<file path="config.mk">
export PLATFORM = sky130hd
export DESIGN_NAME = video_sync_h
export DESIGN_NICKNAME = d
export VERILOG_FILES = /design/src/source/video_timing_pkg.sv /design/src/source/video_sync_h.sv
export SDC_FILE = /design/constraint.sdc
export NUM_CORES = 1
export LEC_CHECK = 0
export ABC_CLOCK_PERIOD_IN_PS = 3620
export BUFFER_PORTS_ARGS = -buffer_cell sky130_fd_sc_hd__buf_2
export CORE_MARGIN = 2
export CORE_UTILIZATION = 58
export DETAILED_ROUTE_END_ITERATION = 10
export PLACE_DENSITY = 0.82
export SYNTH_ARGS = -nofsm -noshare
export SYNTH_HDL_FRONTEND = slang
export SYNTH_SLANG_ARGS = --single-unit
export TNS_END_PERCENT = 50
</file>
<file path="constraint.sdc">
create_clock -name clk -period 3.62 [get_ports clk]
set_input_delay 0.362 -clock clk [delete_from_list [all_inputs] [get_ports clk]]
set_output_delay 0.362 -clock clk [all_outputs]
set_load 0.02 [all_outputs]
</file>
<file path="src/source/video_timing_pkg.sv">
package video_timing_pkg;

	// horizontal, in cend units (7 MHz)
	localparam int hcnt_w = 9;

	localparam logic [hcnt_w-1:0] hblnk_beg = 9'd0; // video ends, blank begins
	localparam logic [hcnt_w-1:0] hsync_beg = 9'd10;
	localparam logic [hcnt_w-1:0] hsync_end = 9'd43; // 33 cend of sync
	localparam logic [hcnt_w-1:0] hblnk_end = 9'd88;

	// 256 pixel window
	localparam logic [hcnt_w-1:0] hpix_beg_pent = 9'd140;
	localparam logic [hcnt_w-1:0] hpix_end_pent = 9'd396;

	// 320 pixel window, centred on the same line
	localparam logic [hcnt_w-1:0] hpix_beg_atm = 9'd108;
	localparam logic [hcnt_w-1:0] hpix_end_atm = 9'd428;

	localparam logic [hcnt_w-1:0] hperiod = 9'd448; // 896 clk per line

	// vertical, in lines
	localparam int vcnt_w = 9;

	localparam logic [vcnt_w-1:0] vperiod   = 9'd320;
	localparam logic [vcnt_w-1:0] vblnk_beg = 9'd0;
	localparam logic [vcnt_w-1:0] vsync_beg = 9'd16;
	localparam logic [vcnt_w-1:0] vsync_end = 9'd20;
	localparam logic [vcnt_w-1:0] vblnk_end = 9'd32;
	localparam logic [vcnt_w-1:0] vpix_beg  = 9'd80; // 192 visible lines
	localparam logic [vcnt_w-1:0] vpix_end  = 9'd272;

endpackage

</file>
<file path="src/source/video_sync_h.sv">
`timescale 1ns/100ps

module video_sync_h
(
	input  logic clk,
	input  logic rst_n,
	input  logic cend,
	input  logic pre_cend,
	input  logic mode_atm_n_pent, // frame-latched mode, stable over a line
	output logic hblank,
	output logic hsync,
	output logic line_start,  // high during the cend where blank ends
	output logic hsync_start, // high during the cend where sync begins
	output logic hpix         // pixel gate
);

	logic [video_timing_pkg::hcnt_w-1:0] hcount;
	logic [video_timing_pkg::hcnt_w-1:0] hpix_beg;
	logic [video_timing_pkg::hcnt_w-1:0] hpix_end;

	// window bounds for the current mode
	assign hpix_beg = mode_atm_n_pent ? video_timing_pkg::hpix_beg_atm
	                                  : video_timing_pkg::hpix_beg_pent;
	assign hpix_end = mode_atm_n_pent ? video_timing_pkg::hpix_end_atm
	                                  : video_timing_pkg::hpix_end_pent;

	always_ff @(posedge clk)
	begin
		if (!rst_n)
			hcount <= '0;
		else if (cend)
		begin
			if (hcount == video_timing_pkg::hperiod - 1'b1)
				hcount <= '0; // line wrap
			else
				hcount <= hcount + 1'b1;
		end
	end

	// blank and sync registered on cend at their positions
	always_ff @(posedge clk)
	begin
		if (!rst_n)
		begin
			hblank <= 1'b0;
			hsync  <= 1'b0;
			hpix   <= 1'b0;
		end
		else if (cend)
		begin
			if (hcount == video_timing_pkg::hblnk_beg)
				hblank <= 1'b1;
			else if (hcount == video_timing_pkg::hblnk_end)
				hblank <= 1'b0;

			if (hcount == video_timing_pkg::hsync_beg)
				hsync <= 1'b1;
			else if (hcount == video_timing_pkg::hsync_end)
				hsync <= 1'b0;

			if (hcount == hpix_beg)
				hpix <= 1'b1;
			else if (hcount == hpix_end)
				hpix <= 1'b0;
		end
	end

	// strobes registered on pre_cend, so they line up with the next cend
	always_ff @(posedge clk)
	begin
		if (!rst_n)
		begin
			line_start  <= 1'b0;
			hsync_start <= 1'b0;
		end
		else
		begin
			line_start  <= pre_cend && (hcount == video_timing_pkg::hblnk_end);
			hsync_start <= pre_cend && (hcount == video_timing_pkg::hsync_beg);
		end
	end

endmodule

</file>
==> summary.md <==
| Metric | Value |
|---|---|
| Status | `completed` |
| DP HPWL | `1127 um` |
| Post-synth EDFFs | `0` |
| YS warnings | `0` |
| Startpoint types | `flip-flop` |
| Core box area | `1269 um2` |
| Initial Util | `0.6075` |
| Total negative slack | `0 ns` |
| Die Y | `40.46 um` |
| Worst setup EP type | `flip-flop` |
| Final core utilization | `0.6519` |
| Hold path start | `pre_cend` |
| Post-CTS Hold Buffers | `0` |
| Fill count | `110` |
| HP Class | `in -> reg` |
| Worst path arrival time | `1.82 ns` |
| Vias/cell | `6.191` |
| Diode count | `0` |
| Sequential fraction of the synthesis area | `0.3636` |
| Final Hold Viols | `0` |
| Cells after Synth | `89` |
| Die ar. | `1637 um2` |
| Most frequent cells in the layout | `14 x dfxtp_1, 11 x nand2_1, 9 x buf_2, 6 x nor2_1` |
| Die width | `40.46 um` |
| Clock sinks | `14` |
| Asr flop ratio synth | `0` |
| Number of buffers on the longest clock path | `2` |
| Power density cells | `370.7 nW/um2` |
| Setup Fix Bufs, Post-CTS | `0` |
| Most used DFF post-synth | `dfxtp_1` |
| Post-Syn Area | `770.7 um2` |
| Hold WS | `0.3096 ns` |
| Drt drc | `0` |
| Critical path origin | `hcount[1]$_SDFFE_PN0P_` |
| P&R area growth vs syn | `7.305%` |
| Most common cell after layout, fill and taps aside | `dfxtp_1` |
| Vias in the first global route | `622` |
| Detailed Route WL | `1566 um` |
| Final ANT Viol Nets | `0` |
| Routed len/inst | `14.24 um` |
| CP max FO | `7` |
| Reg2reg start | `hcount[1]$_SDFFE_PN0P_` |
| Rel. slew slack | `0.4924` |
| RSZ-0062 raised after global routing | `false` |
| Post-route insts no fill | `110` |
| Nets | `105` |
| Router iterations before antenna repair | `4` |
| Average size of a mapped cell | `8.660 um2` |
| Largest net degree at the start of global routing | `12` |
| Via count | `681` |
| Gr ovfl total | `0` |
| Req. time, crit path | `3.77 ns` |
| Num ports | `10` |
| Post-CTS Resized | `0` |
| Peak supply drop | `0.0002877 V` |
| Htree depth | `1` |
| CTS tree | `built` |
| Max cap viols | `0` |
| Worst setup path category | `reg -> reg` |
| Total CTS buffers | `3` |
| Syn_nets | `98` |
| Netlist cell types | `35` |
| Clk slew on worst S/H paths | `0.09 ns` |
| Core Rows | `13` |
| Pleak | `0.3296 nW` |
| Root Buffer | `clkbuf_4` |
| Synth Register Bits | `14` |
| Fraction of layout cells with a size suffix above 1 | `0.1474` |
| RePlAce Congestion | `0.8146` |
| Initial antenna violation count | `0` |
| Skew final | `0.003716 ns` |
| Slew Viols, Final | `0` |
| Worst-Skew Late Latency | `0.29 ns` |
| Cells after DPL | `106` |
| Crit path time final | `1.670 ns` |
| PortBufs | `9` |
| GRT Overall Usage | `0.2211` |
| F_max | `0.5987 GHz` |
| Worst Max-Slew Pin Slew | `0.7549 ns` |
| Tcrit/Tclk final | `0.4614` |
| Setup violators final | `0` |
| First-pass GRT wire length | `2332 um` |
| Detailed router's first-iteration violation count | `22` |
-- cells in the mapped netlist (all sizes together), types with 3 or more instances --
cell | count | area [um2]
or4 | 4 | 30.03
nand3 | 4 | 20.02
a21oi | 4 | 20.02
ha | 4 | 50.05
o31ai | 4 | 30.03
xor2 | 3 | 26.28
nand4 | 3 | 25.02
nor2 | 6 | 22.52
dfxtp | 14 | 280.3
buf | 7 | 43.79
nand2 | 11 | 41.29
-- metrics by stage --
step           power (W)  instance area, um2  setup WS [ns]
2_1_floorplan  0.0001870               770.7          2.126
6_report       0.0003066               827.0          1.950
3_3_place_gp   0.0001934               790.8          1.938
3_5_place_dp   0.0001948               790.8          1.909
5_1_grt        0.0003156               827.0          1.830
4_1_cts        0.0003091               827.0          1.942
-- power breakdown --
part / internal [W] / switching [W]
Combinational: 0.0000116 / 0.0000168
Clock: 0.0000613 / 0.0000544
Sequential: 0.000158 / 0.00000468
Total: 0.000231 / 0.0000759
-- logic make-up after synthesis --
logic type,synth area share
simple gates,0.3085
compound gates,0.1266
flops,0.3636
buf+inv,0.06656
xor+xnor,0.05683
fa+ha+maj,0.06494
mux,0.01299
-- registers in the layout (all words and copies together) (netlist names) --
signal,cells
hblank,1
hcount,9
hpix,1
hsync,1
hsync_start,1
line_start,1
-- final timing paths --
path	end	slack [ns]	cells past startpoint
worst max register to register	hcount[3]$_SDFFE_PN0P_	1.95	4
worst max-delay path	hcount[3]$_SDFFE_PN0P_	1.95	4
worst min-delay path	hsync_start$_SDFF_PN0_	0.31	3
worst min register to register	hpix$_SDFFE_PN0P_	0.50	1
-- routing by layer --
layer | routed length, um | GRT usage
met1 | 713 | 0.2391
met2 | 729 | 0.3849
met3 | 89 | 0.03333
met4 | 34 | 0.1583
met5 | 0 | 0
-- critical path, stage by stage, from the launching register on --
cell	delay (ns)
dfxtp_1	0.43
ha_1	0.25
nand3_1	0.09
o31ai_1	0.64
nor2_1	0.12
-- layout make-up --
class / count / area, um2 / share of cell area
Timing Repair Buffer: 9 / 45.04 / 0.05446
Sequential cell: 14 / 280.3 / 0.3389
Inverter: 2 / 7.507 / 0.009077
Multi-Input combinational cell: 66 / 439.2 / 0.5310
Tap cell: 15 / 18.77 / 0.02269
Clock buffer: 4 / 36.28 / 0.04387
Power figures use the tool's default switching activity.
