===== src/source/video_timing_pkg.sv =====
package video_timing_pkg;

	// horizontal, in cend units (7 MHz)
	localparam int hcnt_w = 9;

	localparam logic [hcnt_w-1:0] hblnk_beg = 9'd0; // video ends, blank begins
	localparam logic [hcnt_w-1:0] hsync_beg = 9'd10;
	localparam logic [hcnt_w-1:0] hsync_end = 9'd43; // 33 cend of sync
	localparam logic [hcnt_w-1:0] hblnk_end = 9'd88;

	// 256 pixel window
	localparam logic [hcnt_w-1:0] hpix_beg_pent = 9'd140;
	localparam logic [hcnt_w-1:0] hpix_end_pent = 9'd396;

	// 320 pixel window, centred on the same line
	localparam logic [hcnt_w-1:0] hpix_beg_atm = 9'd108;
	localparam logic [hcnt_w-1:0] hpix_end_atm = 9'd428;

	localparam logic [hcnt_w-1:0] hperiod = 9'd448; // 896 clk per line

	// vertical, in lines
	localparam int vcnt_w = 9;

	localparam logic [vcnt_w-1:0] vperiod   = 9'd320;
	localparam logic [vcnt_w-1:0] vblnk_beg = 9'd0;
	localparam logic [vcnt_w-1:0] vsync_beg = 9'd16;
	localparam logic [vcnt_w-1:0] vsync_end = 9'd20;
	localparam logic [vcnt_w-1:0] vblnk_end = 9'd32;
	localparam logic [vcnt_w-1:0] vpix_beg  = 9'd80; // 192 visible lines
	localparam logic [vcnt_w-1:0] vpix_end  = 9'd272;

endpackage


===== src/source/video_sync_v.sv =====
`timescale 1ns/100ps

module video_sync_v
(
	input  logic                                clk,
	input  logic                                rst_n,
	input  logic                                hsync_start, // one per line
	input  logic                                mode_atm_n_pent,
	output logic                                vblank,
	output logic                                vsync,
	output logic                                vpix,
	output logic [video_timing_pkg::vcnt_w-2:0] vline, // 0..191 in visible area
	output logic                                frame_start,
	output logic                                mode_frame
);

	logic [video_timing_pkg::vcnt_w-1:0] vcount;
	logic                                last_line;

	assign last_line = (vcount == video_timing_pkg::vperiod - 1'b1);

	always_ff @(posedge clk)
	begin
		if (!rst_n)
		begin
			vcount <= '0;
			vblank <= 1'b0;
			vsync  <= 1'b0;
			vpix   <= 1'b0;
			vline  <= '0;
		end
		else if (hsync_start)
		begin
			vcount <= last_line ? '0 : vcount + 1'b1;

			if (vcount == video_timing_pkg::vblnk_beg)
				vblank <= 1'b1;
			else if (vcount == video_timing_pkg::vblnk_end)
				vblank <= 1'b0;

			if (vcount == video_timing_pkg::vsync_beg)
				vsync <= 1'b1;
			else if (vcount == video_timing_pkg::vsync_end)
				vsync <= 1'b0;

			if (vcount == video_timing_pkg::vpix_beg)
			begin
				vpix  <= 1'b1;
				vline <= '0; // first visible line
			end
			else if (vcount == video_timing_pkg::vpix_end)
				vpix <= 1'b0; // vline stays at 191
			else if (vpix)
				vline <= vline + 1'b1;
		end
	end

	// frame_start pulse and mode latch
	always_ff @(posedge clk)
	begin
		if (!rst_n)
		begin
			frame_start <= 1'b0;
			mode_frame  <= 1'b0;
		end
		else
		begin
			frame_start <= hsync_start && last_line;
			if (frame_start)
				mode_frame <= mode_atm_n_pent; // new mode only from the next frame on
		end
	end

endmodule


===== config.mk =====
export PLATFORM = sky130hd
export DESIGN_NAME = video_sync_v
export DESIGN_NICKNAME = d
export VERILOG_FILES = /design/src/source/video_timing_pkg.sv /design/src/source/video_sync_v.sv
export SDC_FILE = /design/constraint.sdc
export NUM_CORES = 1
export LEC_CHECK = 0
export BUFFER_PORTS_ARGS = -buffer_cell sky130_fd_sc_hd__buf_2
export CORE_MARGIN = 2
export CORE_UTILIZATION = 58
export DETAILED_ROUTE_END_ITERATION = 7
export PLACE_DENSITY = 0.92
export SKIP_LAST_GASP = 1
export SLEW_MARGIN = 0
export SYNTH_ARGS = -nofsm -noshare
export SYNTH_HDL_FRONTEND = slang
export SYNTH_SLANG_ARGS = --single-unit

===== constraint.sdc =====
create_clock -name clk -period 4.2 [get_ports clk]
set_input_delay 0.63 -clock clk [delete_from_list [all_inputs] [get_ports clk]]
set_output_delay 0.63 -clock clk [all_outputs]
set_load 0.05 [all_outputs]

==> results.ini <==
[logic_synthesis]
yosys_warnings=0
async_reset_ff_frac=0
yosys-top-cells-area=dfxtp_1 40%, nand2_1 6.5%, nor2_1 4.8%, o32ai_1 4.0%, ha_1 3.4%
syn_avg_cell_area_um2=8.39
syn-num-nets=138
syn_area_mm2=0.00110
ys_seq_area_frac=0.401
synth_cell_types=31
ys_seq_elements=22
synthFlopType=dfxtp_1
yosysTopAreaCell=dfxtp_1
netlist_instances=131
synth_edf_count=0
synth_top_area_share=0.401

[setup_path]
slowest_delay_ns=0.44
cp_max_fo=8
startpoint_type=flip-flop
crit_type=reg2reg
r2r-start=vcount[0]
crit_path_end_kind=flip-flop
worstPathRequired_ns=4.41
crit-reg2reg-capture=vline[0]
path_cells=inv_1 -> ha_1 -> nor4b_2 -> nand4b_1 -> a21oi_1 -> o32ai_1
critPathBufInv=1
ff2ff_setup_slack_ns=2.21
cp.arrival_ns=2.20
crit_family=simple AND/OR/NAND/NOR gates
r2r_cells=6
cp_slowest_cell=nor4b_2

[floorplanning]
rows=15
die_area_mm2=0.00226
die_w_um=47.5
design.core.area_mm2=0.00175
die_y_um=47.5
start_util=0.629
io_pins=17

[route]
postRouteAntennaNets=0
routed_wirelength_mm=2.51
drt_iter0_drc=19
top_layer_used=met4
drcViolationCount=0
first_pass_iters=4
drt-wirelength-per-cell_um=14.6
dr_wl_met3_um=129
wl_met2_mm=1.28
routedLengthMet1_mm=1.02
viasPerCell=5.81
vias=993

[placed_design]
placed_cells=167
portBuffers=16
hpwl_mm=1.82
gp_congestion=0.847
dpl_cell_area_mm2=0.00119

[timing]
finalHoldViolations=0
finalSetupTns_ns=0
clock_skew_ns=0.00600
finalCritPeriodShare=0.474
min_period_ns=1.99
worst_pin_slew_ns=0.519
rsz0062_at_grt=no
max_slew_margin=0.653
slew_violations=0
setup_viol=0
fmax_mhz=502
fin_hold_ws_ns=0.469

[global_route]
grt_pass1_vias=907
grt_max_degree=14
antenna_found_initial=0
grt_util_all_layers=0.255
grt_pass1_wl_mm=4.00
grt_remaining_overflow=0

[cts]
cts_hold_buffers=0
cts.clk_slew.worst_paths_ns=0.13
cts_buffers=3
cts_sinks=22
cts_tree=done
htree_levels=1
clk_latency_ns=0.32
root_buffer=clkbuf_4
clock_path_buffers=2
cts_resized=0
cts_setup_buffers=0

[final_layout]
fin_cells=171
nFillCells=147
nets=154
final_area_mm2=0.00124
layout-drive-gt1-share=0.158
diodes=0
area_growth_pct=12.9

[min_path]
hp-start=vline[7]
holdCritPathClass=reg2reg
whs_path_depth=2
min_to=vline[7]

[power]
p_leak_uw=0.000505
power_density_mw_per_mm2=333
ir_worst_vdd_mv=0.191

[run]
maxCapViolCount=0

[run_status]
status=completed

[power by group]
part / switching (uW) / leakage, uW / internal [uW]
sequential: 3.43 / 0.000178 / 212
clock: 68.1 / 0.0000279 / 96.5
combinational: 21.6 / 0.000299 / 11.2
total: 93.0 / 0.000505 / 320
[placed cells by master (no fill, tap or decap), drive strengths merged, types with 2 or more instances in the layout]
cell type | Yosys | routed
nand3 | 3 | 3
a21oi | 7 | 7
nor2 | 14 | 14
buf | 3 | 16
nor3 | 3 | 3
nand2 | 19 | 19
or3 | 3 | 3
o32ai | 5 | 5
a31oi | 3 | 3
o22ai | 2 | 2
xor2 | 4 | 4
and4 | 2 | 2
ha | 3 | 3
clkbuf | 2 | 3
nand4 | 5 | 5
o21ai | 4 | 4
nor4b | 2 | 2
inv | 6 | 6
nand2b | 2 | 2
dfxtp | 22 | 22
mux2i | 3 | 3
nor2b | 4 | 4
xnor2 | 4 | 4
[logic make-up (layout without fill, tap and decap cells)]
| group | after synthesis | count (layout) | synth area share |
|---|---|---|---|
| xor gates and xnor gates | 8 | 8 | 0.0638 |
| muxes | 3 | 3 | 0.0273 |
| buffers and inverters | 11 | 26 | 0.0410 |
| adders and majority gates | 3 | 3 | 0.0342 |
| DFF | 22 | 22 | 0.401 |
| AOI/OAI and AO/OA | 24 | 24 | 0.145 |
| and+or+nand+nor | 60 | 60 | 0.288 |
[area by class of cell]
type | instances | area, um^2 | share of cell area
Clock buffer | 3 | 22.5 | 0.0182
Clock inverter | 1 | 30.0 | 0.0242
Inverter | 6 | 22.5 | 0.0182
Multi-Input combinational cell | 98 | 613 | 0.494
Sequential cell | 22 | 440 | 0.355
Tap cell | 25 | 31.3 | 0.0252
Timing Repair Buffer | 16 | 80.1 | 0.0646
[registers in the layout (all words and copies together) (netlist names)]
name         count
vcount           9
frame_start      1
vsync            1
mode_frame       1
vline            8
vblank           1
vpix             1
[worst max path at each step]
stage                     start        end  depth (start not counted)
finish                vcount[0]   vline[0]                          6
global route          vcount[0]   vline[0]                          6
CTS                   vcount[0]   vline[0]                          6
detailed placement        rst_n   vline[7]                          5
global placement          rst_n   vline[7]                          5
floorplan           hsync_start  vcount[8]                          6
[cells in the mapped netlist (3+ instances only)]
master    n
dfxtp_1  22
nand2_1  19
nor2_1   14
a21oi_1   7
inv_1     6
o32ai_1   5
nand4_1   4
nor2b_1   4
xnor2_1   4
xor2_1    4
a31oi_1   3
buf_2     3
ha_1      3
mux2i_1   3
nand3_1   3
nor3_1    3
or3_1     3
[layer usage]
layer  track usage  up-vias
met5             0        -
met4         0.139        0
met3        0.0302        9
met2         0.443       38
met1         0.305      450
li1              -      496
[through the flow]
stage               utilization  worst slack [ns]  power [uW]
CTS                       0.710              2.29         410
global route              0.710              2.13         423
floorplan                     -              2.39         243
global placement          0.680              2.30         249
finish                    0.710              2.21         413
detailed placement        0.680              2.26         252
[worst register-to-register path, stage by stage (launching register included)]
cell,delay (ns)
dfxtp_1,0.38
inv_1,0.07
ha_1,0.15
nor4b_2,0.44
nand4b_1,0.42
a21oi_1,0.31
o32ai_1,0.12
Note: power is estimated with default switching activity, not from simulation.
