[config.mk]
export PLATFORM = sky130hd
export DESIGN_NAME = video_fetch
export DESIGN_NICKNAME = d
export VERILOG_FILES = /design/src/source/video_timing_pkg.sv /design/src/source/video_mem_pkg.sv /design/src/source/video_fetch.sv
export SDC_FILE = /design/constraint.sdc
export NUM_CORES = 1
export LEC_CHECK = 0
export BUFFER_PORTS_ARGS = -buffer_cell sky130_fd_sc_hd__buf_4
export CAP_MARGIN = 0
export CORE_UTILIZATION = 55
export CTS_BUF_LIST = sky130_fd_sc_hd__clkbuf_4
export CTS_CLUSTER_SIZE = 30
export DETAILED_ROUTE_END_ITERATION = 8
export HOLD_SLACK_MARGIN = 0.05
export PLACE_DENSITY = 0.77
export SYNTH_ARGS = -nofsm -noshare
export SYNTH_HDL_FRONTEND = slang
export SYNTH_SLANG_ARGS = --single-unit
[constraint.sdc]
create_clock -name clk -period 13.9 [get_ports clk]
set_input_delay 2.78 -clock clk [delete_from_list [all_inputs] [get_ports clk]]
set_output_delay 2.78 -clock clk [all_outputs]
set_load 0.1 [all_outputs]
[src/source/video_timing_pkg.sv]
package video_timing_pkg;

	// horizontal, in cend units (7 MHz)
	localparam int hcnt_w = 9;

	localparam logic [hcnt_w-1:0] hblnk_beg = 9'd0; // video ends, blank begins
	localparam logic [hcnt_w-1:0] hsync_beg = 9'd10;
	localparam logic [hcnt_w-1:0] hsync_end = 9'd43; // 33 cend of sync
	localparam logic [hcnt_w-1:0] hblnk_end = 9'd88;

	// 256 pixel window
	localparam logic [hcnt_w-1:0] hpix_beg_pent = 9'd140;
	localparam logic [hcnt_w-1:0] hpix_end_pent = 9'd396;

	// 320 pixel window, centred on the same line
	localparam logic [hcnt_w-1:0] hpix_beg_atm = 9'd108;
	localparam logic [hcnt_w-1:0] hpix_end_atm = 9'd428;

	localparam logic [hcnt_w-1:0] hperiod = 9'd448; // 896 clk per line

	// vertical, in lines
	localparam int vcnt_w = 9;

	localparam logic [vcnt_w-1:0] vperiod   = 9'd320;
	localparam logic [vcnt_w-1:0] vblnk_beg = 9'd0;
	localparam logic [vcnt_w-1:0] vsync_beg = 9'd16;
	localparam logic [vcnt_w-1:0] vsync_end = 9'd20;
	localparam logic [vcnt_w-1:0] vblnk_end = 9'd32;
	localparam logic [vcnt_w-1:0] vpix_beg  = 9'd80; // 192 visible lines
	localparam logic [vcnt_w-1:0] vpix_end  = 9'd272;

endpackage

[src/source/video_mem_pkg.sv]
package video_mem_pkg;

	localparam int addr_w = 14; // 16K words of video RAM

	// words fetched per visible line
	localparam logic [addr_w-1:0] words_pent = 14'd32; // 256 px / 8 px per word
	localparam logic [addr_w-1:0] words_atm  = 14'd80; // 320 px / 4 px per word

	// zx style attribute byte
	typedef struct packed
	{
		logic       flash; // not displayed here
		logic       bright;
		logic [2:0] paper;
		logic [2:0] ink;
	} attr_t;

	typedef struct packed
	{
		attr_t      attr;   // high byte
		logic [7:0] bitmap; // low byte, msb is leftmost dot
	} pent_word_t;

	// one RAM word, seen either as bitmap+attr or as four 4-bit pixels
	typedef union packed
	{
		pent_word_t      pent;
		logic [3:0][3:0] atm; // atm[3] shown first
	} disp_word_t;

endpackage

[src/source/video_fetch.sv]
`timescale 1ns/100ps

module video_fetch
(
	input  logic                                clk,
	input  logic                                rst_n,
	input  logic                                cend,
	input  logic                                line_start,
	input  logic                                hpix,
	input  logic                                vpix,
	input  logic [video_timing_pkg::vcnt_w-2:0] vline,
	input  logic                                mode_frame, // 1 = atm
	output logic                                vid_rd,
	output logic [video_mem_pkg::addr_w-1:0]    vid_addr,
	input  logic [15:0]                         vid_data,
	output logic [3:0]                          pixel,
	output logic                                pixel_valid
);

	logic [video_mem_pkg::addr_w-1:0] line_words; // words per line, this mode
	logic [video_mem_pkg::addr_w-1:0] base_addr;
	logic [video_mem_pkg::addr_w-1:0] word_addr;  // next word after the line's first
	video_mem_pkg::disp_word_t        cur_word;
	video_mem_pkg::disp_word_t        next_word;
	video_mem_pkg::disp_word_t        show_word;
	logic [2:0]                       pix_idx;    // pixel within the word
	logic [2:0]                       last_idx;
	logic                             rd_d;       // read data valid this clock
	logic                             active;

	// one dot of the current word as a 4-bit colour index
	function automatic logic [3:0] decode_pix(input video_mem_pkg::disp_word_t w,
	                                          input logic [2:0] idx,
	                                          input logic atm);
		logic dot;
		dot = w.pent.bitmap[3'd7 - idx]; // msb first
		if (atm)
			return w.atm[2'd3 - idx[1:0]]; // high nibble first
		return {w.pent.attr.bright, dot ? w.pent.attr.ink : w.pent.attr.paper};
	endfunction

	assign active     = hpix & vpix;
	assign line_words = mode_frame ? video_mem_pkg::words_atm : video_mem_pkg::words_pent;
	assign base_addr  = line_words * vline;
	assign last_idx   = mode_frame ? 3'd3 : 3'd7;

	// first word at line_start, then one per last pixel of a word
	assign vid_rd   = (line_start & vpix) | (cend & active & (pix_idx == last_idx));
	assign vid_addr = line_start ? base_addr : word_addr;

	// word 0 of a new word is still in next_word, take it from there
	assign show_word = (pix_idx == 3'd0) ? next_word : cur_word;

	always_ff @(posedge clk)
	begin
		if (!rst_n)
		begin
			word_addr <= '0;
			rd_d      <= 1'b0;
		end
		else
		begin
			rd_d <= vid_rd;
			if (vid_rd)
				word_addr <= vid_addr + 1'b1;
		end
	end

	// ram answers on the pre_cend clock after the read
	always_ff @(posedge clk)
	begin
		if (rd_d)
			next_word <= vid_data;
	end

	always_ff @(posedge clk)
	begin
		if (!rst_n)
		begin
			pix_idx     <= '0;
			pixel_valid <= 1'b0;
		end
		else if (cend)
		begin
			pixel_valid <= active;
			if (active)
				pix_idx <= (pix_idx == last_idx) ? 3'd0 : pix_idx + 1'b1;
			else
				pix_idx <= '0; // realign for next line
		end
	end

	// pixel payload
	always_ff @(posedge clk)
	begin
		if (cend && active)
		begin
			pixel <= decode_pix(show_word, pix_idx, mode_frame);
			if (pix_idx == 3'd0)
				cur_word <= next_word; // word in use from now on
		end
	end

endmodule

==> results.py <==
metrics = {
    "run": {
        "drv_cap": 0,
    },
    "yosys": {
        "synth_area_per_cell_um2": 11.0,
        "synthesis.instances": 313,
        "yosysTopAreaCell": "edfxtp_1",
        "yosysWarnings": 0,
        "async_reset_ff_share_pct": 0,
        "ys_ff_latch": 55,
        "synth.area.top_cells": "edfxtp_1 (31%), ha_1 (11%), dfxtp_1 (11%), mux4_2 (3.9%), mux2_2 (3.3%)",
        "synth_flop_cell": "edfxtp_1",
        "synthTopCellsByCount": "edfxtp_1 (36), ha_1 (31), nor2_1 (23), dfxtp_1 (19)",
        "synthDominantCellAreaShare_pct": 31.4,
        "syn_nets": 376,
        "yosysSeqAreaShare_pct": 42.4,
        "yosysMostFrequentCell": "edfxtp_1",
        "syn-cell-area_mm2": 0.00345,
        "synth-edff-count": 36,
        "synth.distinct_cells": 60,
    },
    "finish": {
        "finalNetCount": 415,
        "n_antenna_cell": 0,
        "areaGrowthSynthToFinish_pct": 12.9,
        "multi_input_area_mm2": 0.00182,
        "register_area_mm2": 0.00146,
        "fillers": 497,
        "drive_above_1_share_pct": 24.9,
    },
    "timing": {
        "grt_setup_unrepaired": "no",
        "holdWs_ns": 0.468,
        "hold_viol": 0,
        "slew_viol_final": 0,
        "clock_skew_ns": 0.0251,
        "period_share_pct": 62.6,
        "tns_ns": 0,
        "fmax_ghz": 0.115,
        "worst_pin_slew_ns": 0.897,
        "layout_min_cycle_time_ns": 8.71,
        "final-setup-viol-count": 0,
        "setup_ws_ns": 5.19,
        "max_slew_margin_pct": 40.1,
    },
    "setup_path": {
        "criticalPathCategory": "primary input to primary output",
        "end_kind": "primary output",
        "worstPathArrival_ns": 5.93,
        "required_ns": 11.12,
        "cp-start-kind": "primary input",
        "path_max_fanout": 21,
    },
    "global_routing": {
        "grt_max_degree": 39,
        "grt_pass1_wl_um": 10800,
        "overflow": 0,
        "grt_usage_pct": 21.9,
        "antenna_found_initial": 0,
        "grt_pass1_vias": 2349,
    },
    "die": {
        "die_x_um": 81.2,
        "num_io_pins": 51,
        "floorplan.initialDensity_pct": 57.5,
        "die_area_mm2": 0.00659,
        "rows": 28,
        "core_mm2": 0.00599,
        "die_h_um": 81.2,
    },
    "routing": {
        "ant_nets": 0,
        "top_layer_used": "met4",
        "vias_per_cell": 5.78,
        "wl_met2_um": 3110,
        "first_pass_iters": 4,
        "wl_met3_um": 411,
        "drc": 0,
        "vias": 2474,
        "wl_um": 6760,
        "routedWlPerCell_um": 15.8,
        "wl_met1_um": 3150,
        "initialDrtViolationCount": 128,
    },
    "power": {
        "powerDensity_mw_per_mm2": 96.8,
        "p_leak_nw": 1.63,
        "vdd_drop_max_uv": 58.0,
    },
    "clock_network": {
        "cts_buffers": 5,
        "clock_path_buffers": 2,
        "clk_pin_slew_ns": 0.16,
        "cts_tree": "done",
        "post_cts_buffers": 0,
        "hold_buffers": 0,
        "clockRootBuffer": "clkbuf_4",
        "cts-resized-gates": 0,
        "htree_levels": 2,
        "clk_latency_ns": 0.39,
        "cts.sinks": 55,
    },
    "hold_path": {
        "worst_hold_path_type": "flip-flop to flip-flop",
    },
    "placement": {
        "port_buffers": 50,
        "dp_slack_ns": 5.19,
        "gp_congestion": 0.805,
        "place_hpwl_um": 5010,
    },
    "status": {
        "status": "finished, final reports clean",
    },
}
==> sequential cells by signal (all words and copies together) (netlist names) <==
name / cells
rd_d: 1
next_word: 16
pixel: 4
word_addr: 14
cur_word: 16
pixel_valid: 1
pix_idx: 3
==> worst paths after layout <==
check                     start             to  slack (ns)  cells past startpoint
hold reg to reg   word_addr[12]  word_addr[12]        0.47                      2
setup / recovery     mode_frame   vid_addr[13]        5.19                     15
hold / removal    word_addr[12]  word_addr[12]        0.47                      2
setup reg to reg     pix_idx[0]       pixel[0]       10.94                      7
==> per-layer routing <==
layer,up-vias,track usage [%]
li1,1230,-
met1,1158,31.0
met2,78,33.8
met3,8,3.60
met4,0,7.32
met5,-,0
==> cell families (layout without fill, tap and decap cells) <==
| logic type | count (synthesis) | count (layout) | synth area share (%) |
|---|---|---|---|
| adders and majority gates | 32 | 32 | 11.8 |
| buffers and inverters | 38 | 78 | 4.75 |
| other | 1 | 1 | 0.109 |
| xor gates and xnor gates | 13 | 13 | 3.30 |
| DFF | 55 | 55 | 42.4 |
| and+or+nand+nor | 84 | 84 | 12.9 |
| AOI/OAI and AO/OA | 59 | 59 | 12.6 |
| muxes | 31 | 31 | 12.1 |
==> through the flow <==
step                      cells  cell area, µm²  utilization, %  total power, W
final                       428            3890            65.0        0.000377
after floorplan             313            3450               -        0.000278
after detailed placement    420            3830            64.0        0.000305
after global routing        428            3890            65.0        0.000394
after CTS                   428            3890            65.0        0.000378
after global placement      420            3830            64.0        0.000302
==> report_power, final <==
group	switching (W)	internal (W)	total (W)
logic	0.0000779	0.0000393	0.000117
registers	0.00000399	0.000180	0.000184
clock network	0.0000544	0.0000206	0.0000750
total	0.000136	0.000240	0.000377
==> cells in the final DEF, fill, tap and decap left out, types with 2 or more instances in the layout <==
cell	Yosys	layout
ha_1	31	31
mux2_1	3	3
nor2b_1	6	6
a21o_1	7	7
or2_2	2	2
o311a_1	3	3
clkbuf_4	0	5
nand4_1	3	3
nand2b_1	2	2
and2_1	8	8
o21ai_1	4	4
nor2_1	23	23
o21a_1	2	2
edfxtp_1	36	36
mux4_2	6	6
nor4_1	2	2
nand3_1	7	7
mux2_4	3	3
o21ai_0	5	5
mux2i_1	9	9
inv_2	2	2
nand2_1	17	17
dfxtp_1	19	19
nand3b_1	5	5
nor3b_1	2	2
buf_4	2	51
nand4b_1	2	2
a211oi_1	8	8
a311oi_1	2	2
inv_1	17	17
mux2_2	10	10
xnor2_1	12	12
a21oi_1	12	12
==> critical path, cell delays in order <==
cell and delay, ns:
buf_4 0.20, inv_1 0.17, a21o_1 0.20, ha_1 0.27
ha_1 0.29, ha_1 0.29, ha_1 0.30, inv_1 0.06
fa_1 0.45, inv_1 0.07, a21o_1 0.10, a21oi_1 0.07
xnor2_1 0.15, a21boi_0 0.20, buf_4 0.32
==> final cells by class <==
cell class,count,area share [%]
flip-flops and latches,55,37.6
well taps,75,2.41
clock buffers,5,0.965
multi-input cells,220,46.8
clock inverters,3,0.579
inverters,19,1.83
repair buffers,51,9.84
Note: power is estimated with default switching activity, not from simulation.
