<file path="src/source/video_mem_pkg.sv">
package video_mem_pkg;

	localparam int addr_w = 14; // 16K words of video RAM

	// words fetched per visible line
	localparam logic [addr_w-1:0] words_pent = 14'd32; // 256 px / 8 px per word
	localparam logic [addr_w-1:0] words_atm  = 14'd80; // 320 px / 4 px per word

	// zx style attribute byte
	typedef struct packed
	{
		logic       flash; // not displayed here
		logic       bright;
		logic [2:0] paper;
		logic [2:0] ink;
	} attr_t;

	typedef struct packed
	{
		attr_t      attr;   // high byte
		logic [7:0] bitmap; // low byte, msb is leftmost dot
	} pent_word_t;

	// one RAM word, seen either as bitmap+attr or as four 4-bit pixels
	typedef union packed
	{
		pent_word_t      pent;
		logic [3:0][3:0] atm; // atm[3] shown first
	} disp_word_t;

endpackage

</file>
<file path="src/source/video_arbiter.sv">
`timescale 1ns/100ps

module video_arbiter
(
	input  logic                             clk,
	input  logic                             rst_n,
	input  logic                             vid_rd,   // fetch has priority
	input  logic [video_mem_pkg::addr_w-1:0] vid_addr,
	input  logic                             cpu_wr,   // one-clock strobe
	input  logic [video_mem_pkg::addr_w-1:0] cpu_addr,
	input  logic [15:0]                      cpu_data,
	output logic                             ram_we,
	output logic [video_mem_pkg::addr_w-1:0] ram_addr,
	output logic [15:0]                      ram_wdata
);

	logic                             pend_valid; // held write from a collision
	logic [video_mem_pkg::addr_w-1:0] pend_addr;
	logic [15:0]                      pend_data;

	// the clock after vid_rd never carries another read, so the slot drains there
	assign ram_we    = ~vid_rd & (pend_valid | cpu_wr);
	assign ram_addr  = vid_rd ? vid_addr : (pend_valid ? pend_addr : cpu_addr);
	assign ram_wdata = pend_valid ? pend_data : cpu_data;

	always_ff @(posedge clk)
	begin
		if (!rst_n)
			pend_valid <= 1'b0;
		else
			pend_valid <= vid_rd & cpu_wr; // collision, write one clock later
	end

	always_ff @(posedge clk)
	begin
		if (vid_rd && cpu_wr)
		begin
			pend_addr <= cpu_addr;
			pend_data <= cpu_data;
		end
	end

endmodule

</file>
<file path="config.mk">
export PLATFORM = sky130hd
export DESIGN_NAME = video_arbiter
export DESIGN_NICKNAME = d
export VERILOG_FILES = /design/src/source/video_mem_pkg.sv /design/src/source/video_arbiter.sv
export SDC_FILE = /design/constraint.sdc
export NUM_CORES = 1
export LEC_CHECK = 0
export ABC_AREA = 1
export BUFFER_PORTS_ARGS = -buffer_cell sky130_fd_sc_hd__buf_2
export CAP_MARGIN = 30
export CORE_MARGIN = 2
export CORE_UTILIZATION = 41
export DETAILED_ROUTE_END_ITERATION = 7
export PLACE_DENSITY = 0.76
export SLEW_MARGIN = 20
export SYNTH_ARGS = -nofsm -noshare
export SYNTH_HDL_FRONTEND = slang
export SYNTH_SLANG_ARGS = --single-unit
</file>
<file path="constraint.sdc">
create_clock -name clk -period 1.48 [get_ports clk]
set_input_delay 0.296 -clock clk [delete_from_list [all_inputs] [get_ports clk]]
set_output_delay 0.296 -clock clk [all_outputs]
set_load 0.02 [all_outputs]
</file>
==> results by group, run 1 <==
Clock network
  – Number of buffers on the longest clock path: 2
  – TritonCTS clock tree: yes
  – Root Buffer Master: sky130_fd_sc_hd__clkbuf_8
  – Clock slew at reported path FFs: 0.06 ns
  – TritonCTS Sinks: 31
  – Cts bufs inserted: 5
  – H-Tree Level Count: 2

Finish
  – Final core utilization: 0.656
  – Cell area after layout: 2400 um^2
  – Number of diodes added for antenna fixing: 0
  – Leading cell types in the layout, fill and taps excluded: sky130_fd_sc_hd__nand2_1, sky130_fd_sc_hd__buf_2, sky130_fd_sc_hd__edfxtp_1, sky130_fd_sc_hd__inv_1, sky130_fd_sc_hd__buf_6
  – Most common cell after layout, fill and taps aside: sky130_fd_sc_hd__nand2_1
  – Synthesis-to-layout area growth: 53.6%
  – Final Net Count: 327
  – Proportion of layout cells with a drive suffix above 1: 0.400

GRT
  – Remaining global-route overflow: 0
  – Wire length of the first global-routing pass: 5.41 mm
  – Initial antenna violation count: 0
  – Largest net degree at the start of global routing: 25
  – Overall Global Routing Usage: 0.169
  – Vias in the first global route: 1,248

Floorplan
  – Area of the core region: 3660 um^2
  – Die Footprint: 4320 um^2
  – Die span in y: 65.8 um
  – Die span in x: 65.8 um
  – Cell Rows: 22
  – I/O Pins: 79
  – Initial cell density of the core: 0.427

Route
  – Average wire length per cell after detail routing: 11.6 um
  – Number of DRC violations after detailed-routing iteration 0: 42
  – Via-to-Cell Ratio: 4.53
  – Number of search-and-repair iterations in the first detailed-routing pass: 5
  – Remaining antenna violation count: 0
  – DRC: 0
  – Count of vias placed by the detailed router: 1,486
  – Total Wirelength: 3.81 mm

Synthesis
  – Main combinational cell family by area after synthesis: simple AND/OR/NAND/NOR gates
  – Count of different cell masters after synthesis: 9
  – Part of the Yosys area used for sequential elements: 0.589
  – Cell Area, Synth: 1560 um^2
  – Fraction of synthesized cell area in xor and xnor cells: 0
  – Area leader, netlist: sky130_fd_sc_hd__edfxtp_1
  – Syn avg cell area: 8.06 um^2
  – Net count after synthesis: 242
  – Post-synthesis compound-gate area fraction: 0
  – Flops & latches, synth: 31
  – Synth Area in Simple Gates: 0.304
  – Main area contributors after synthesis: sky130_fd_sc_hd__edfxtp_1, sky130_fd_sc_hd__nand2_1, sky130_fd_sc_hd__inv_1, sky130_fd_sc_hd__nand3_1, sky130_fd_sc_hd__buf_2
  – Arithmetic-cell share of the synthesized area counting full adders, half adders and majority gates: 0
  – Synth warn: 0
  – Share of cell area taken by muxes after synthesis: 0
  – Area fraction of the dominant cell type after synthesis: 0.576
  – Post-Syn Instances: 194

Critical path
  – Critical path fanouts, max: 6
  – Critical path buffer and inverter count: 3
  – Worst Setup Path Type: flip-flop to primary output
  – Largest stage delay, worst path: 0.40 ns
  – Worst endpoint required time: 1.18 ns
  – Category of the worst setup path launch point: flip-flop
  – Setup crit end kind: primary output
  – Ordered list of cells on the worst path: inv_8, buf_12, nand2_1, nand3_1, nand2_1, buf_6
  – Crit-path most repeated cell: sky130_fd_sc_hd__nand2_1
  – Data arrival time of the critical path: 1.20 ns
  – Master of the slowest instance on the critical path: sky130_fd_sc_hd__dfxtp_4
  – Crit path max-delay family: flip-flops

Run
  – Max cap viols: 0

Timing
  – Fin Hold WS: 0.204 ns
  – Final min period: 1.50 ns
  – Setup repair after global routing missed its margin: true
  – Max-slew violation count: 0
  – Max-slew headroom: 0.836
  – Slack of the critical path: -0.0174 ns
  – Slew @ Worst Pin: 0.245 ns
  – Highest clock rate: 668 MHz
  – Post-route fraction of the period consumed by the critical path: 1.01
  – Total count of hold-check failures in the final report: 0
  – Endpoints failing setup: 5

Worst hold path
  – Type of the tightest min-delay check: input pin to flip-flop

Outcome
  – Violations in the final reports: setup timing
  – Status: finished, violations left

Power and ir drop
  – Standby leakage power: 1.26 nW
  – Pwr dens: 902 nW/um^2
  – Peak supply drop: 0.000509 V

Placement
  – Routability cong.: 0.756
  – IO buf count: 78
  – Area of placed instances: 2040 um^2
  – Post-detailed-placement half-perimeter wirelength: 2.51 mm
stage by stage:
step	worst slack, ns	total power [mW]	instances	TNS (ns)
6_report	-0.0174	2.17	328	-0.0569
5_1_grt	-0.107	2.27	328	-0.967
4_1_cts	-0.0355	2.08	326	-0.0975
3_5_place_dp	0.194	1.46	317	0
3_3_place_gp	0.208	1.45	317	0
2_1_floorplan	0.124	1.28	194	0
registers in the layout, summed over array words and instances (netlist names):
signal      cells
pend_valid      1
pend_addr      14
pend_data      16
report_power, final:
part / internal [mW] / total (mW) / switching (mW)
combinational: 0.236 / 0.506 / 0.271
clock: 0.333 / 0.618 / 0.285
sequential: 1.03 / 1.04 / 0.0167
total: 1.59 / 2.17 / 0.572
cell usage after synthesis (all sizes together):
cell type    n
buf          9
dfxtp        1
edfxtp      30
inv         32
nand2      105
nand3       14
nor2         3
kinds of logic (layout without fill, tap and decap cells):
kind of cell | count (synthesis) | count (layout)
AND/OR/NAND/NOR | 122 | 122
buffers and inverters | 41 | 127
flip-flops | 31 | 31
area by class of cell:
type,count,area [um^2]
clock buffers,8,80.1
fillers,299,1260
inverters,32,131
multi-input cells,122,515
flip-flops and latches,31,925
well taps,48,60.1
repair buffers,87,691
metal layers:
| metal | share of wire | GRT usage |
|---|---|---|
| met4 | 0.015 | 0.0729 |
| met2 | 0.50 | 0.275 |
| met3 | 0.054 | 0.0479 |
| met5 | 0 | 0 |
| met1 | 0.43 | 0.209 |
worst paths after layout:
check / cells after the start / start / slack [ns] / endpoint
setup / recovery: 6 / pend_valid$_SDFF_PN0_ / -0.02 / ram_addr[11]
hold / removal: 1 / cpu_data[3] / 0.20 / pend_data[3]$_DFFE_PP_
timing repair:
item,CTS,global route
hold endpoints to repair,0,0
hold buffers,0,0
pin swaps,0,4
setup endpoints to repair,31,24
gates resized for setup,2,73
gates cloned,0,2
setup buffers,1,0
(Power assumes the default switching activity.)
==> run 2, diff against run 1 <==
TNS_END_PERCENT = 30   (was default)
==> run 2 against run 1 <==
Effect of this change: global-route usage is the same; hold slack barely moved; via count rose by 0.27%; final area shrank 2.7%; utilization decreased by 1.7 points; total power shrank 1.2%; critical path depth decreased by 1; highest routed layer unchanged; clock power grew 0.6%; wire length fell by 0.84%; largest power group unchanged; die area unchanged; sequential power about the same; the run still ends with setup timing left; critical endpoint unchanged.
==> results by group, run 2 (synthesis gave the netlist of run 1 again) <==
GRT
  – Remaining global-route overflow: 0
  – Largest net degree at the start of global routing: 25
  – Overall Global Routing Usage: 0.169
  – GRT busiest layer: met2
  – Initial antenna violation count: 0
  – Met2 layer usage reported by global route: 0.275
  – Met1 layer usage reported by global route: 0.209
  – Met3 track utilization from global routing: 0.0479
  – Vias in the first global route: 1,248
  – Wire length of the first global-routing pass: 5.41 mm

Placement
  – IO buf count: 78
  – Routability cong.: 0.756
  – Pre-CTS setup slack: 0.194 ns
  – Post-detailed-placement half-perimeter wirelength: 2.51 mm
  – Area of placed instances: 2040 um^2

Critical path
  – Ordered list of cells on the worst path: buf_12, nand2_2, nand3_1, nand2_1, buf_6
  – Largest stage delay, worst path: 0.40 ns
  – Origin of the worst setup path: pend_valid$_SDFF_PN0_
  – Critical path fanouts, max: 19
  – Critical path buffer and inverter count: 2
  – Category of the worst setup path launch point: flip-flop
  – Setup crit end kind: primary output
  – Master of the slowest instance on the critical path: sky130_fd_sc_hd__dfxtp_4
  – Crit path max-delay family: flip-flops
  – Data arrival time of the critical path: 1.20 ns
  – Worst endpoint required time: 1.18 ns
  – Worst Setup Path Type: flip-flop to primary output

Power and ir drop
  – Internal power: 1.57 mW
  – Combinational group share of total power: 0.223
  – Net switching power of the design: 0.570 mW
  – Peak supply drop: 0.000527 V
  – Standby leakage power: 1.24 nW
  – Pwr dens: 916 nW/um^2
  – Seq pwr share: 0.487
  – Net switching share of the total power: 0.266
  – Clk network pwr share: 0.290

Floorplan
  – Die span in y: 65.8 um
  – Initial cell density of the core: 0.427
  – Die Footprint: 4320 um^2
  – Area of the core region: 3660 um^2
  – Cell Rows: 22
  – I/O Pins: 79
  – Die span in x: 65.8 um

Route
  – Remaining antenna violation count: 0
  – Total Wirelength: 3.78 mm
  – DRC: 0
  – Number of DRC violations after detailed-routing iteration 0: 40
  – Count of vias placed by the detailed router: 1,490
  – Number of search-and-repair iterations in the first detailed-routing pass: 4
  – Via-to-Cell Ratio: 4.54
  – Average wire length per cell after detail routing: 11.5 um

Finish
  – Leading cell types in the layout, fill and taps excluded: sky130_fd_sc_hd__nand2_1, sky130_fd_sc_hd__buf_2, sky130_fd_sc_hd__edfxtp_1, sky130_fd_sc_hd__inv_1, sky130_fd_sc_hd__buf_6
  – Registers with the most flip-flops: pend_data: 16 flops, pend_addr: 14 flops, pend_valid: 1 flops
  – Proportion of layout cells with a drive suffix above 1: 0.386
  – Final core utilization: 0.639
  – Largest Register: pend_data
  – Flip-flop count of the largest register, all copies and words added: 16
  – Most common cell after layout, fill and taps aside: sky130_fd_sc_hd__nand2_1
  – Final Net Count: 327
  – Cell area after layout: 2340 um^2
  – Number of diodes added for antenna fixing: 0
  – Synthesis-to-layout area growth: 49.5%

Timing
  – Max-slew violation count: 0
  – Slew @ Worst Pin: 0.261 ns
  – Highest clock rate: 667 MHz
  – Slack of the critical path: -0.0198 ns
  – Fin Hold WS: 0.204 ns
  – Total count of hold-check failures in the final report: 0
  – Final min period: 1.50 ns
  – Endpoints failing setup: 8
  – Max-slew headroom: 0.826
  – Setup repair after global routing missed its margin: true
  – Post-route fraction of the period consumed by the critical path: 1.01

Clock network
  – H-Tree Level Count: 2
  – TritonCTS clock tree: yes
  – Root Buffer Master: sky130_fd_sc_hd__clkbuf_8
  – TritonCTS Sinks: 31
  – Clock slew at reported path FFs: 0.06 ns
  – Number of buffers inserted by hold repair at cts: 0
  – Cts bufs inserted: 5
  – Number of buffers on the longest clock path: 2

Run
  – Max cap viols: 0

Outcome
  – Violations in the final reports: setup timing
  – Status: finished, violations left

Worst hold path
  – Type of the tightest min-delay check: input pin to flip-flop
  – Worst Min Path Start: cpu_data[3]
## run 2: cell counts in the layout (fill, tap and decap cells not counted)
Identical to the previous run, type by type.
## run 2: power by group through the flow
stage               combinational [mW]  clock, mW  sequential (mW)
finish                           0.477      0.622             1.04
global route                     0.517      0.677             1.05
CTS                              0.401      0.634             1.04
detailed placement               0.397          0             1.06
global placement                 0.393          0             1.06
floorplan                        0.227          0             1.06
## run 2: through the flow
stage / std cells / power (mW) / TNS [ns]
floorplan: 194 / 1.28 / 0
global placement: 317 / 1.45 / 0
detailed placement: 317 / 1.46 / 0
CTS: 326 / 2.08 / -0.0975
global route: 328 / 2.24 / -0.993
finish: 328 / 2.14 / -0.0819
## run 2: layer usage
layer  share of wire  vias up  routed length (um)
li1                -      758                   -
met1            0.43      676                1640
met2            0.50       50                1880
met3           0.053        6                 201
met4           0.015        0                  57
met5               0        -                   0
## run 2: area by class of cell
class / count / area, um^2
Clock buffer: 8 / 80.1
Tap cell: 48 / 60.1
Timing Repair Buffer: 87 / 634
Sequential cell: 31 / 925
Multi-Input combinational cell: 122 / 508
Fill cell: 318 / 1320
Inverter: 32 / 131
## run 2: repair_timing
action,4_1_cts,5_1_grt
buffers inserted,1,0
gates cloned,0,2
setup endpoints to repair,31,24
resized for setup,2,51
pin swaps,0,1
## run 2: final timing paths
path	slack [ns]	cells past startpoint	endpoint
max	-0.02	5	ram_addr[11]
min	0.20	1	pend_data[3]$_DFFE_PP_
==> run 3, diff against run 2 <==
REMOVE_ABC_BUFFERS = 1   (was default)
SLEW_MARGIN = default   (was 20)
==> run 3 against run 2 <==
Effect of this change: the run still ends with setup timing left; wire length is 0.26% lower; clock-buffer cell count is 2 lower; global-route usage is 0.54 points lower; utilization is 4.8 points higher; sequential power hardly changed; final cell count is 0.30% lower; first-iteration DRC count is 2.5% higher; critical endpoint is now ram_addr[9].
==> results by group, run 3 (synthesis gave the netlist of run 1 again) <==
Critical path
  – Master of the slowest instance on the critical path: sky130_fd_sc_hd__dfxtp_4
  – Ordered list of cells on the worst path: inv_8, buf_12, nand2_4, nand3_2, nand2_1, buf_6
  – Category of the worst setup path launch point: flip-flop
  – Worst Setup Path Type: flip-flop to primary output
  – Largest stage delay, worst path: 0.41 ns
  – Critical path buffer and inverter count: 3
  – Crit path max-delay family: flip-flops
  – Worst endpoint required time: 1.18 ns
  – Depth of the critical timing path with buffers and inverters included: 6
  – Data arrival time of the critical path: 1.22 ns
  – Critical path fanouts, max: 8
  – Origin of the worst setup path: pend_valid$_SDFF_PN0_
  – CP Capture Point: ram_addr[9]
  – Setup crit end kind: primary output

Timing
  – Post-route fraction of the period consumed by the critical path: 1.02
  – Slack of the critical path: -0.0340 ns
  – Slew @ Worst Pin: 0.364 ns
  – Aggregate negative setup slack: -0.223 ns
  – Highest clock rate: 661 MHz
  – Setup repair after global routing missed its margin: true
  – Max-slew violation count: 0
  – Max-slew headroom: 0.757
  – Endpoints failing setup: 13
  – Total count of hold-check failures in the final report: 0
  – Final min period: 1.51 ns

Floorplan
  – Die span in y: 65.8 um
  – Die span in x: 65.8 um
  – Initial cell density of the core: 0.427
  – I/O Pins: 79
  – Area of the core region: 3660 um^2
  – Cell Rows: 22
  – Die Footprint: 4320 um^2

Outcome
  – Violations in the final reports: setup timing
  – Status: finished, violations left

Finish
  – Layout filler cell count: 288
  – Most common cell after layout, fill and taps aside: sky130_fd_sc_hd__nand2_1
  – Synthesis-to-layout area growth: 60.6%
  – Leading cell types in the layout, fill and taps excluded: sky130_fd_sc_hd__nand2_1, sky130_fd_sc_hd__buf_2, sky130_fd_sc_hd__inv_1, sky130_fd_sc_hd__edfxtp_1, sky130_fd_sc_hd__nand2_2
  – Largest Register: pend_data
  – Number of diodes added for antenna fixing: 0
  – Final Net Count: 326
  – Registers with the most flip-flops: pend_data: 16 flops, pend_addr: 14 flops, pend_valid: 1 flops
  – Final standard cell count with taps included and fillers excluded: 327
  – Proportion of layout cells with a drive suffix above 1: 0.470
  – Flip-flop count of the largest register, all copies and words added: 16
  – Cell area after layout: 2510 um^2

GRT
  – Vias in the first global route: 1,257
  – Wire length of the first global-routing pass: 5.35 mm
  – Overall Global Routing Usage: 0.164
  – Largest net degree at the start of global routing: 31
  – Remaining global-route overflow: 0
  – Initial antenna violation count: 0

Placement
  – Pre-CTS setup slack: 0.169 ns
  – Area of placed instances: 2020 um^2
  – Placed Cells incl. Taps: 317
  – IO buf count: 78
  – Routability cong.: 0.712
  – Post-detailed-placement half-perimeter wirelength: 2.46 mm

Clock network
  – Root Buffer Master: sky130_fd_sc_hd__clkbuf_8
  – Cts bufs inserted: 5
  – TritonCTS Sinks: 31
  – Number of buffers on the longest clock path: 2
  – Count of buffers added by post-CTS timing repair for setup: 0
  – H-Tree Level Count: 2
  – Clock slew at reported path FFs: 0.06 ns
  – TritonCTS clock tree: yes

Run
  – Max cap viols: 0

Power and ir drop
  – Combinational group share of total power: 0.203
  – Clk network pwr share: 0.385
  – Net switching power of the design: 0.601 mW
  – Internal power: 1.93 mW
  – Seq pwr share: 0.412
  – Standby leakage power: 1.31 nW
  – Pwr dens: 1010 nW/um^2
  – Peak supply drop: 0.000717 V
  – Net switching share of the total power: 0.238

Route
  – Via-to-Cell Ratio: 4.51
  – Average wire length per cell after detail routing: 11.5 um
  – DRC: 0
  – Total Wirelength: 3.77 mm
  – Number of search-and-repair iterations in the first detailed-routing pass: 4
  – Count of vias placed by the detailed router: 1,474
  – Number of DRC violations after detailed-routing iteration 0: 41
  – Remaining antenna violation count: 0

Worst hold path
  – Type of the tightest min-delay check: input pin to flip-flop
  – Hold path depth: 1
-- run 3: cell types whose count changed in the layout (fill, tap and decap cells not counted) --
cell	delta
sky130_fd_sc_hd__nand2_1	-12
sky130_fd_sc_hd__nand3_1	-11
sky130_fd_sc_hd__nand3_2	+11
sky130_fd_sc_hd__nand2_2	+7
sky130_fd_sc_hd__nand2_4	+5
sky130_fd_sc_hd__buf_2	-3
sky130_fd_sc_hd__buf_6	+2
sky130_fd_sc_hd__bufinv_16	+2
sky130_fd_sc_hd__clkbuf_1	-2
sky130_fd_sc_hd__buf_4	-1
sky130_fd_sc_hd__buf_8	+1
sky130_fd_sc_hd__clkinvlp_4	-1
sky130_fd_sc_hd__inv_1	+1
-- run 3: worst min-delay path by stage --
stage                     slack [ns]         start                 endpoint
final                           0.20   cpu_data[3]   pend_data[3]$_DFFE_PP_
after floorplan                 0.39   cpu_addr[0]   pend_addr[0]$_DFFE_PP_
after detailed placement        0.49  cpu_addr[13]  pend_addr[13]$_DFFE_PP_
after global placement          0.49   cpu_addr[1]   pend_addr[1]$_DFFE_PP_
after CTS                       0.19   cpu_data[3]   pend_data[3]$_DFFE_PP_
after global routing            0.19  cpu_data[13]  pend_data[13]$_DFFE_PP_
-- run 3: what timing repair did --
action                     4_1_cts  5_1_grt
cloned                           0        2
setup endpoints to repair       26       22
hold buffers                     0        0
pin swaps                        0       13
resized for setup               10       81
-- run 3: through the flow --
stage,power [mW],utilization,hold WS [ns]
after CTS,2.44,0.598,0.194
after floorplan,1.27,-,0.395
after global placement,1.44,0.553,0.487
after global routing,2.65,0.686,0.189
after detailed placement,1.45,0.553,0.489
final,2.53,0.686,0.201
-- run 3: power groups by stage --
stage / clock network (mW) / registers [mW] / logic, mW
2_1_floorplan: 0 / 1.06 / 0.207
3_3_place_gp: 0 / 1.06 / 0.385
3_5_place_dp: 0 / 1.06 / 0.391
4_1_cts: 0.998 / 1.04 / 0.404
5_1_grt: 1.05 / 1.05 / 0.555
6_report: 0.976 / 1.04 / 0.513
-- run 3: cell type report --
class / instances / area [um^2] / share of cell area
clock buffers: 6 / 72.6 / 0.0289
multi-input cells: 122 / 618 / 0.246
clock inverters: 2 / 60.1 / 0.0239
well taps: 48 / 60.1 / 0.0239
inverters: 32 / 128 / 0.0508
flip-flops and latches: 31 / 925 / 0.368
repair buffers: 86 / 649 / 0.258
-- run 3: layer usage --
metal | vias to the layer above | routed length, um | share of wire | track usage
met3 | 7 | 296 | 0.079 | 0.0531
met4 | 0 | 52 | 0.014 | 0.0573
met1 | 655 | 1510 | 0.40 | 0.191
li1 | 756 | - | - | -
met5 | - | 0 | 0 | 0
met2 | 56 | 1910 | 0.51 | 0.282
